===== src/design/nandDataOutPkg.sv =====
`default_nettype none

package nandDataOutPkg;

    localparam int numWays = 4;
    localparam int wordWidth = 16;
    localparam int byteWidth = 8;
    localparam int countWidth = 16;          // byte count width

    localparam int slotCycles = 10;          // one byte on the bus
    localparam int weLowCycles = 5;
    localparam int setupCycles = 10;         // chip enable to first data

    typedef logic [3:0] slotCount_t;

    typedef enum logic [2:0] {
        ctrlIdle,
        ctrlLatch,
        ctrlSetup,
        ctrlTransfer,
        ctrlFinish
    } ctrlState_t;

    typedef enum logic [1:0] {
        serIdle,
        serWait,                             // buffer empty, bus idle
        serSlot
    } serState_t;

endpackage

`default_nettype wire


===== src/design/nandByteSerializer.sv =====
`default_nettype none

module nandByteSerializer (
    input  logic                                    iSystemClock,
    input  logic                                    rstN,
    input  logic                                    go,
    input  logic [nandDataOutPkg::countWidth-1:0]   byteCount,
    input  logic [nandDataOutPkg::wordWidth-1:0]    headWord,
    input  logic                                    empty,
    output logic                                    pop,
    output logic                                    done,
    output logic                                    writeEnableN,
    output logic [nandDataOutPkg::byteWidth-1:0]    dq
);
    import nandDataOutPkg::*;

    serState_t state;
    slotCount_t slotTimer;
    logic [countWidth-1:0] bytesStarted;
    logic lowByte;                          // next byte is the low half
    logic lastSlot;
    logic slotEnd;
    logic isLastByte;
    logic canStart;

    assign slotEnd = (state == serSlot) && (slotTimer == slotCount_t'(slotCycles - 1));
    assign isLastByte = ((bytesStarted + 1'b1) == byteCount);

    always_comb begin
        canStart = 1'b0;
        if (!empty) begin
            canStart = ((state == serIdle) && go) ||
                       (state == serWait) ||
                       (slotEnd && !lastSlot);
        end
    end

    always_ff @(posedge iSystemClock) begin
        if (!rstN) begin
            state <= serIdle;
            slotTimer <= '0;
            bytesStarted <= '0;
            lowByte <= 1'b0;
            lastSlot <= 1'b0;
            pop <= 1'b0;
            done <= 1'b0;
            writeEnableN <= 1'b1;
        end else begin
            pop <= 1'b0;
            done <= 1'b0;
            if (canStart) begin
                state <= serSlot;
                slotTimer <= '0;
                writeEnableN <= 1'b0;
                lowByte <= ~lowByte;
                lastSlot <= isLastByte;
                bytesStarted <= bytesStarted + 1'b1;
                // word is used up once its final byte is in dq
                pop <= lowByte || isLastByte;
            end else if (slotEnd) begin
                writeEnableN <= 1'b1;
                if (lastSlot) begin
                    state <= serIdle;
                    done <= 1'b1;
                    bytesStarted <= '0;
                    lowByte <= 1'b0;
                end else begin
                    state <= serWait;   // host fell behind
                end
            end else if ((state == serIdle) && go) begin
                state <= serWait;
            end else if (state == serSlot) begin
                slotTimer <= slotTimer + 1'b1;
                writeEnableN <= (slotTimer >= slotCount_t'(weLowCycles - 1));
            end
        end
    end

    // byte held for the whole slot
    always_ff @(posedge iSystemClock) begin
        if (canStart) begin
            dq <= lowByte ? headWord[byteWidth-1:0] : headWord[wordWidth-1:byteWidth];
        end
    end

    assert property (@(posedge iSystemClock) disable iff (!rstN)
        !writeEnableN |-> (state == serSlot));

endmodule

`default_nettype wire


===== src/design/nandDataOut.sv =====
`default_nettype none

module nandDataOut (
    input  logic                                    iSystemClock,
    input  logic                                    rstN,
    input  logic                                    start,
    input  logic [nandDataOutPkg::numWays-1:0]      targetWay,
    input  logic [nandDataOutPkg::countWidth-1:0]   numOfData,
    input  logic [nandDataOutPkg::wordWidth-1:0]    writeData,
    input  logic                                    writeValid,
    output logic                                    ready,
    output logic                                    lastStep,
    output logic                                    writeReady,
    output logic [nandDataOutPkg::numWays-1:0]      chipEnableN,
    output logic                                    writeEnableN,
    output logic [nandDataOutPkg::byteWidth-1:0]    dq
);
    import nandDataOutPkg::*;

    logic go;
    logic done;
    logic [countWidth-1:0] byteCount;
    logic bufFull;
    logic bufEmpty;
    logic bufPop;
    logic [wordWidth-1:0] headWord;

    nandDataOutCtrl ctrl (
        .iSystemClock (iSystemClock),
        .rstN         (rstN),
        .start        (start),
        .targetWay    (targetWay),
        .numOfData    (numOfData),
        .writeValid   (writeValid),
        .full         (bufFull),
        .done         (done),
        .ready        (ready),
        .lastStep     (lastStep),
        .writeReady   (writeReady),
        .chipEnableN  (chipEnableN),
        .go           (go),
        .byteCount    (byteCount)
    );

    // host word lands at the end of the writeReady cycle
    nandWordBuffer wordBuffer (
        .iSystemClock (iSystemClock),
        .rstN         (rstN),
        .push         (writeReady),
        .pushWord     (writeData),
        .pop          (bufPop),
        .headWord     (headWord),
        .empty        (bufEmpty),
        .full         (bufFull)
    );

    nandByteSerializer serializer (
        .iSystemClock (iSystemClock),
        .rstN         (rstN),
        .go           (go),
        .byteCount    (byteCount),
        .headWord     (headWord),
        .empty        (bufEmpty),
        .pop          (bufPop),
        .done         (done),
        .writeEnableN (writeEnableN),
        .dq           (dq)
    );

endmodule

`default_nettype wire


===== src/design/nandDataOutCtrl.sv =====
`default_nettype none

module nandDataOutCtrl (
    input  logic                                     iSystemClock,
    input  logic                                     rstN,
    input  logic                                     start,
    input  logic [nandDataOutPkg::numWays-1:0]       targetWay,
    input  logic [nandDataOutPkg::countWidth-1:0]    numOfData,
    input  logic                                     writeValid,
    input  logic                                     full,
    input  logic                                     done,
    output logic                                     ready,
    output logic                                     lastStep,
    output logic                                     writeReady,
    output logic [nandDataOutPkg::numWays-1:0]       chipEnableN,
    output logic                                     go,
    output logic [nandDataOutPkg::countWidth-1:0]    byteCount
);
    import nandDataOutPkg::*;

    ctrlState_t state;
    slotCount_t setupTimer;
    logic [numWays-1:0] wayMask;
    logic [countWidth-1:0] wordsOwed;
    logic accept;
    logic fetchOk;
    logic setupDone;

    assign accept = start && ready && (state == ctrlIdle);
    assign setupDone = (setupTimer == slotCount_t'(setupCycles - 1));

    // one word per strobe, never back to back
    assign fetchOk = (state == ctrlTransfer) &&
                     (wordsOwed != '0) &&
                     !full &&
                     writeValid &&
                     !writeReady;

    always_ff @(posedge iSystemClock) begin
        if (!rstN) begin
            state <= ctrlIdle;
            ready <= 1'b0;
            lastStep <= 1'b0;
            writeReady <= 1'b0;
            chipEnableN <= '1;
            go <= 1'b0;
            setupTimer <= '0;
            wordsOwed <= '0;
        end else begin
            go <= 1'b0;
            lastStep <= 1'b0;
            writeReady <= fetchOk;
            if (writeReady) begin
                wordsOwed <= wordsOwed - 1'b1;   // word pushed this cycle
            end
            case (state)
                ctrlIdle: begin
                    if (accept) begin
                        state <= ctrlLatch;
                        ready <= 1'b0;
                        // bytes rounded up to words
                        wordsOwed <= (numOfData >> 1) + numOfData[0];
                    end else begin
                        ready <= 1'b1;
                    end
                end
                ctrlLatch: begin
                    chipEnableN <= ~wayMask;
                    setupTimer <= '0;
                    state <= ctrlSetup;
                end
                ctrlSetup: begin
                    if (setupDone) begin
                        go <= 1'b1;
                        state <= ctrlTransfer;
                    end else begin
                        setupTimer <= setupTimer + 1'b1;
                    end
                end
                ctrlTransfer: begin
                    if (done) begin
                        lastStep <= 1'b1;
                        chipEnableN <= '1;   // deselect with lastStep
                        state <= ctrlFinish;
                    end
                end
                ctrlFinish: begin
                    ready <= 1'b1;
                    state <= ctrlIdle;
                end
                default: begin
                    state <= ctrlIdle;
                end
            endcase
        end
    end

    // command payload
    always_ff @(posedge iSystemClock) begin
        if (accept) begin
            wayMask <= targetWay;
            byteCount <= numOfData;
        end
    end

    // serializer finishes only after every owed word was taken
    assert property (@(posedge iSystemClock) disable iff (!rstN)
        done |-> (wordsOwed == '0));

    // a zero count would hang the serializer
    assert property (@(posedge iSystemClock) disable iff (!rstN)
        (start && ready) |-> (numOfData != '0));

endmodule

`default_nettype wire


===== src/design/nandWordBuffer.sv =====
`default_nettype none

module nandWordBuffer (
    input  logic                                    iSystemClock,
    input  logic                                    rstN,
    input  logic                                    push,
    input  logic [nandDataOutPkg::wordWidth-1:0]    pushWord,
    input  logic                                    pop,
    output logic [nandDataOutPkg::wordWidth-1:0]    headWord,
    output logic                                    empty,
    output logic                                    full
);
    import nandDataOutPkg::*;

    logic [wordWidth-1:0] mem [2];
    logic wrPtr;
    logic rdPtr;
    logic [1:0] count;                      // 0..2 words held

    assign headWord = mem[rdPtr];
    assign empty = (count == 2'd0);
    assign full = (count == 2'd2);

    always_ff @(posedge iSystemClock) begin
        if (!rstN) begin
            wrPtr <= 1'b0;
            rdPtr <= 1'b0;
            count <= 2'd0;
        end else begin
            if (push) begin
                wrPtr <= ~wrPtr;
            end
            if (pop) begin
                rdPtr <= ~rdPtr;
            end
            case ({push, pop})
                2'b10: count <= count + 1'b1;
                2'b01: count <= count - 1'b1;
                default: count <= count;    // both or neither
            endcase
        end
    end

    always_ff @(posedge iSystemClock) begin
        if (push) begin
            mem[wrPtr] <= pushWord;
        end
    end

    // ctrl gates writeReady on full one cycle early
    assert property (@(posedge iSystemClock) disable iff (!rstN)
        push |-> !full);

    assert property (@(posedge iSystemClock) disable iff (!rstN)
        pop |-> !empty);

endmodule

`default_nettype wire


===== config.mk =====
export PLATFORM = sky130hd
export DESIGN_NAME = nandDataOut
export DESIGN_NICKNAME = d
export VERILOG_FILES = /design/src/design/nandDataOutPkg.sv /design/src/design/nandByteSerializer.sv /design/src/design/nandDataOut.sv /design/src/design/nandDataOutCtrl.sv /design/src/design/nandWordBuffer.sv
export SDC_FILE = /design/constraint.sdc
export NUM_CORES = 1
export LEC_CHECK = 0
export BUFFER_PORTS_ARGS = -buffer_cell sky130_fd_sc_hd__buf_2
export CELL_PAD_IN_SITES_DETAIL_PLACEMENT = 1
export CELL_PAD_IN_SITES_GLOBAL_PLACEMENT = 1
export CORE_MARGIN = 4
export CORE_UTILIZATION = 45
export DETAILED_ROUTE_END_ITERATION = 7
export HOLD_SLACK_MARGIN = 0.02
export PLACE_DENSITY_LB_ADDON = 0.12
export REMOVE_ABC_BUFFERS = 1
export SLEW_MARGIN = 40
export SYNTH_ARGS = -nofsm -noshare
export SYNTH_HDL_FRONTEND = slang
export SYNTH_HIERARCHICAL = 1
export SYNTH_SLANG_ARGS = --single-unit

===== constraint.sdc =====
create_clock -name iSystemClock -period 2.2 [get_ports iSystemClock]
set_input_delay 0.44 -clock iSystemClock [delete_from_list [all_inputs] [get_ports iSystemClock]]
set_output_delay 0.44 -clock iSystemClock [all_outputs]
set_load 0.03 [all_outputs]

==> Yosys cells after proc, flatten, opt, wreduce, memory -nomap -nowiden <==
Memories as Yosys holds them, arrays and structs flattened. A register that Yosys moved wholly into a read port is not among the register bits.
Cells that the tools add are included.
{ "totals": {"ff_bits": 90, "ram_bits": 32, "input_bits": 40, "output_inout_bits": 16, "elab_cells": 132, "memories": 1} }
{ "classes": {"add_sub_neg": 7, "n_lt_le_gt_ge": 1, "eq_ne": 17, "muxes": 37, "bitwise_logic": 7, "reduce_logical": 39} }
{ "memory_table": {"columns": ["memory", "words", "width", "rd", "rd_clocked_by_memory_dff", "write_ports", "line", "text"], "rows": [
  ["wordBuffer.mem", 2, 16, 1, 1, 1, "nandWordBuffer.sv:15", "logic [wordWidth-1:0] mem [2];"]
]} }
{ "op_table": {"columns": ["op", "count"], "rows": [
  ["16-bit 2-to-1 mux", 6],
  ["1-bit 2-to-1 mux", 17],
  ["15-bit by 1-bit adder with 16-bit output", 1],
  ["16-bit by 1-bit adder with 16-bit output, second input constant", 1],
  ["16-bit equality test", 1],
  ["4-bit case mux with 2 select lines", 2],
  ["16-bit nonzero test", 1],
  ["16-bit by 1-bit subtractor with 16-bit output, second input constant", 1],
  ["2-bit AND reduction", 7],
  ["2-bit nonzero test", 7],
  ["3-bit case mux with 4 select lines", 1],
  ["1-bit logical AND", 9],
  ["3-bit 2-to-1 mux", 3],
  ["4-bit by 1-bit adder with 4-bit output, second input constant", 2],
  ["4-bit equality test, second input constant", 2],
  ["4-bit 2-to-1 mux", 2],
  ["8-bit 2-to-1 mux", 1],
  ["2-bit equality test, second input constant", 3],
  ["3-bit by 2-bit equality test with 1-bit output, second input constant", 2],
  ["2-bit 2-to-1 mux", 3],
  ["2-bit by 1-bit != test with 1-bit output, second input constant", 3],
  ["1-bit NOT", 6],
  ["3-bit AND reduction", 2],
  ["3-bit nonzero test", 2],
  ["other kinds (17)", 23]
]} }

==> Depth between registers and ports, before layout <==
{ "depth": {"ltp_word": 7, "ltp_mapped": 10, "depth_no_buf": 9} }

==> Cells and area by module <==
Netlist, hierarchy kept.
{ "by_module_without_submodules": {"columns": ["module", "instances", "cells_each", "area_each_um2", "seq_area_each_um2"], "rows": [
  ["nandDataOutCtrl", 1, 231, 2329.7, 1221.2],
  ["nandByteSerializer", 1, 257, 2134.5, 780.7],
  ["nandWordBuffer", 1, 72, 1367.6, 1061.0]
]} }

==> Worst setup path before layout <==
Ideal clock, no wire load.
{ "synth_path": {"path_type": "register to register", "startpoint": "register serializer.bytesStarted[0]", "endpoint": "register serializer.lastSlot", "setup_time_ns": 0.075, "arrival_ns": 1.933, "required_ns": 2.125, "setup_slack_ns": 0.192, "stages_incl_launch_ff": 9, "n_path_buf": 1, "synth_period_minus_slack_ns": 2.008, "cell_sequence": "dfxtp_1 > ha_1 > nand3_1 > clkbuf_1 > nor3_1 > o311ai_0 > a2111oi_0 > nand4_1 > o21ai_0"} }
{ "synth_between": {"elab_chain_len": 2} }
{ "synth_rtl": {"columns": ["item", "line", "text"], "rows": [
  ["from (decl)", "nandByteSerializer.sv:19", "logic [countWidth-1:0] bytesStarted;"],
  ["from (signal assigned)", "nandByteSerializer.sv:57", "bytesStarted <= bytesStarted + 1'b1;"],
  ["16-bit by 1-bit adder with 16-bit output", "nandByteSerializer.sv:27", "assign isLastByte = ((bytesStarted + 1'b1) == byteCount);"],
  ["16-bit equality test", "nandByteSerializer.sv:27", null],
  ["to (signal assigned)", "nandByteSerializer.sv:56", "lastSlot <= isLastByte;"],
  ["to (decl)", "nandByteSerializer.sv:21", "logic lastSlot;"]
]} }
No other way between the ends.
A chain may end at the register's enable or synchronous reset.

==> Final worst setup path <==
Same ends and word-level chain as after synthesis.

==> flow_summary.json <==
{
  "status": "completed",
  "antenna_found_initial": 0,
  "dr.pass1.iters": 4,
  "slew_viol_final": 0,
  "setup_tns_ns": 0,
  "hold_depth": 1,
  "avgRoutedWirePerCell_um": 18.6,
  "crit_buf_inv": 0,
  "grt_max_degree": 27,
  "synth-seq-area-share": 0.525,
  "layout.nets": 695,
  "r2r-start": "serializer/bytesStarted[0]$_SDFFE_PN0P_",
  "clock_skew_ns": 0.00631,
  "netlist.area_leader.share": 0.309,
  "ys_ff_latch": 123,
  "utilization": 0.568,
  "cts.sink_count": 123,
  "syn_area_per_cell_um2": 10.4,
  "setup.worst_path.end_class": "register",
  "required_ns": 2.48,
  "ant_nets": 0,
  "drcViolationCount": 0,
  "clock_path_buffers": 2,
  "drtIter0Drc": 275,
  "synth_edf_count": 60,
  "maxCapViolCount": 0,
  "fp.dieH_um": 122,
  "clkLatencyLatePin_ns": 0.41,
  "yosysTopAreaCell": "edfxtp_1",
  "layout-drive-gt1-share": 0.252,
  "design_area_mm2": 0.00719,
  "power_leakage_uw": 0.00254,
  "cp_slowest_cell": "or4_1",
  "holdPathEnd": "ctrl/wayMask[1]$_DFFE_PP_",
  "start_util": 0.460,
  "num_rows": 41,
  "crit_type": "reg2reg",
  "synthMostInstantiatedCell": "nor2_1",
  "vias": 4612,
  "globalRouteOverflowTotal": 0,
  "worstMarginPinSlew_ns": 0.610,
  "r2r-end": "serializer/lastSlot$_SDFFE_PN0P_",
  "first_global_vias": 4787,
  "gp_congestion": 0.907,
  "fmax_mhz": 480,
  "ys_types": 64,
  "io_buffers": 55,
  "synth_common_cells": "nor2_1, dfxtp_1, edfxtp_1",
  "totalWireLength_mm": 15.5,
  "arrival_ns": 2.37,
  "vias_per_cell": 5.55,
  "worst_slack_ns": 0.116,
  "synthArstFlopShare": 0,
  "cts_tree": "built",
  "hpwlAfterDp_mm": 10.6,
  "min_from": "targetWay[1]",
  "power_density_mw_per_mm2": 857,
  "cp_top_family": "simple AND/OR/NAND/NOR gates",
  "die_w_um": 122,
  "reg2reg_depth": 7,
  "ys.flop_type": "dfxtp_1",
  "fin_crit_sh": 0.947,
  "synthTopCellsByArea": "edfxtp_1, dfxtp_1, xnor2_1",
  "antenna_cells": 0,
  "grt_usage": 0.217,
  "clk_pin_slew_ns": 0.06,
  "cts_root_buf": "clkbuf_16",
  "start_kind": "register",
  "syn-cell-area_mm2": 0.00583,
  "cp_slowest_stage_delay_ns": 0.52,
  "nFillCells": 1382,
  "pin_count": 56,
  "reg2reg_slack_ns": 0.12,
  "setup_viol": 0,
  "cts_max_level": 4,
  "coreArea_mm2": 0.0127,
  "irDropWorstVdd_uv": 492,
  "path_max_fanout": 9,
  "pre_cts_ws_ns": -0.0708,
  "grt_pass1_wl_mm": 24.9,
  "dieArea_mm2": 0.0148,
  "hold_violations": 0,
  "netlist_instances": 560,
  "path_cells": "ha_1 -> nand3_4 -> or4_1 -> a22oi_1 -> a2111oi_2 -> nand4_1 -> o21ai_0",
  "final.min_clock_period_ns": 2.08,
  "min_path_type": "in2reg",
  "cts-buffers-inserted": 17,
  "slew_headroom": 0.593,
  "yosysWarnings": 6,
  "place_area_mm2": 0.00645,
  "area_delta_synth_final_pct": 23.3
}
## per-layer routing
layer  global-route usage  share of wire  up-vias
met5                    0              0        -
met4               0.0707          0.018        0
met3               0.0418          0.045       23
met2                0.375           0.51      109
met1                0.274           0.43     2270
li1                     -              -     2210
## report_power, final
part | switching, uW | total, uW | internal (uW)
clock network | 1000 | 2920 | 1920
registers | 104 | 2630 | 2530
logic | 378 | 612 | 234
total | 1480 | 6160 | 4680
## cell usage in the layout (no fill, tap or decap), types with 9 or more instances in the layout
cell type | netlist | routed
xor2_1 | 17 | 17
clkbuf_16 | 0 | 18
inv_1 | 17 | 16
ha_1 | 9 | 9
dfxtp_1 | 63 | 62
mux2_2 | 24 | 24
xnor2_1 | 33 | 33
or3_1 | 11 | 11
buf_4 | 1 | 31
a21oi_1 | 32 | 31
nand2_1 | 33 | 33
nor2_1 | 65 | 64
nand3_1 | 20 | 17
nand4_1 | 12 | 12
edfxtp_1 | 60 | 60
nor3_1 | 12 | 11
buf_2 | 9 | 55
o21ai_0 | 31 | 30
## state kept, by name, summed over array words and instances, names as in the netlist, 3 cells and up, named ones only
signal                   flops
ctrl/state                   3
serializer/dq                8
ctrl/wayMask                 4
ctrl/chipEnableN             4
wordBuffer/mem              32
ctrl/wordsOwed              16
ctrl/byteCount              16
ctrl/setupTimer              4
serializer/slotTimer         4
serializer/bytesStarted     16
## area by class of cell
cell class                 instances  area (um^2)  area share
clock buffer                      24          493      0.0685
clock inverter                     8          133      0.0184
inverter                          18         67.6     0.00939
multi-input combinational        398         2670       0.371
sequential                       123         3060       0.426
tap                              172          215      0.0299
timing repair buffer              88          548      0.0762
## kinds of logic after synthesis
logic type      share of synthesized area
simple gates                        0.189
flops                               0.525
compound gates                      0.112
xor+xnor                           0.0751
buf+inv                            0.0296
mux                                0.0498
fa+ha+maj                          0.0193
## metrics by stage
stage	total power (uW)	hold WS, ns	cells
2_1_floorplan	3050	0.456	538
3_3_place_gp	3250	0.480	795
3_5_place_dp	3280	0.494	795
4_1_cts	6210	0.181	827
5_1_grt	6410	0.189	831
6_report	6160	0.204	831
## worst max-delay path by stage
stage,startpoint,endpoint,slack [ns],cells after the start
after global routing,serializer/bytesStarted[3]$_SDFFE_PN0P_,serializer/lastSlot$_SDFFE_PN0P_,-0.05,6
after detailed placement,serializer/bytesStarted[0]$_SDFFE_PN0P_,serializer/lastSlot$_SDFFE_PN0P_,-0.07,7
after CTS,serializer/bytesStarted[0]$_SDFFE_PN0P_,serializer/lastSlot$_SDFFE_PN0P_,-0.03,7
final,serializer/bytesStarted[0]$_SDFFE_PN0P_,serializer/lastSlot$_SDFFE_PN0P_,0.12,7
after floorplan,serializer/slotTimer[0]$_SDFFE_PP0P_,serializer/bytesStarted[7]$_SDFFE_PN0P_,-0.20,8
after global placement,serializer/bytesStarted[3]$_SDFFE_PN0P_,serializer/lastSlot$_SDFFE_PN0P_,0.12,5
## worst register-to-register path, cell delays in order, from the launching register on
cell	delay, ns
dfxtp_1	0.42
ha_1	0.25
nand3_4	0.15
or4_1	0.52
a22oi_1	0.27
a2111oi_2	0.09
nand4_1	0.15
o21ai_0	0.11
## what timing repair did
item | in CTS | in global routing
setup endpoints to repair | 5 | 12
hold buffers | 0 | 0
setup buffers | 0 | 3
gates cloned | 0 | 1
pin swaps | 0 | 4
resized for setup | 3 | 17
Note: power is estimated with default switching activity, not from simulation.
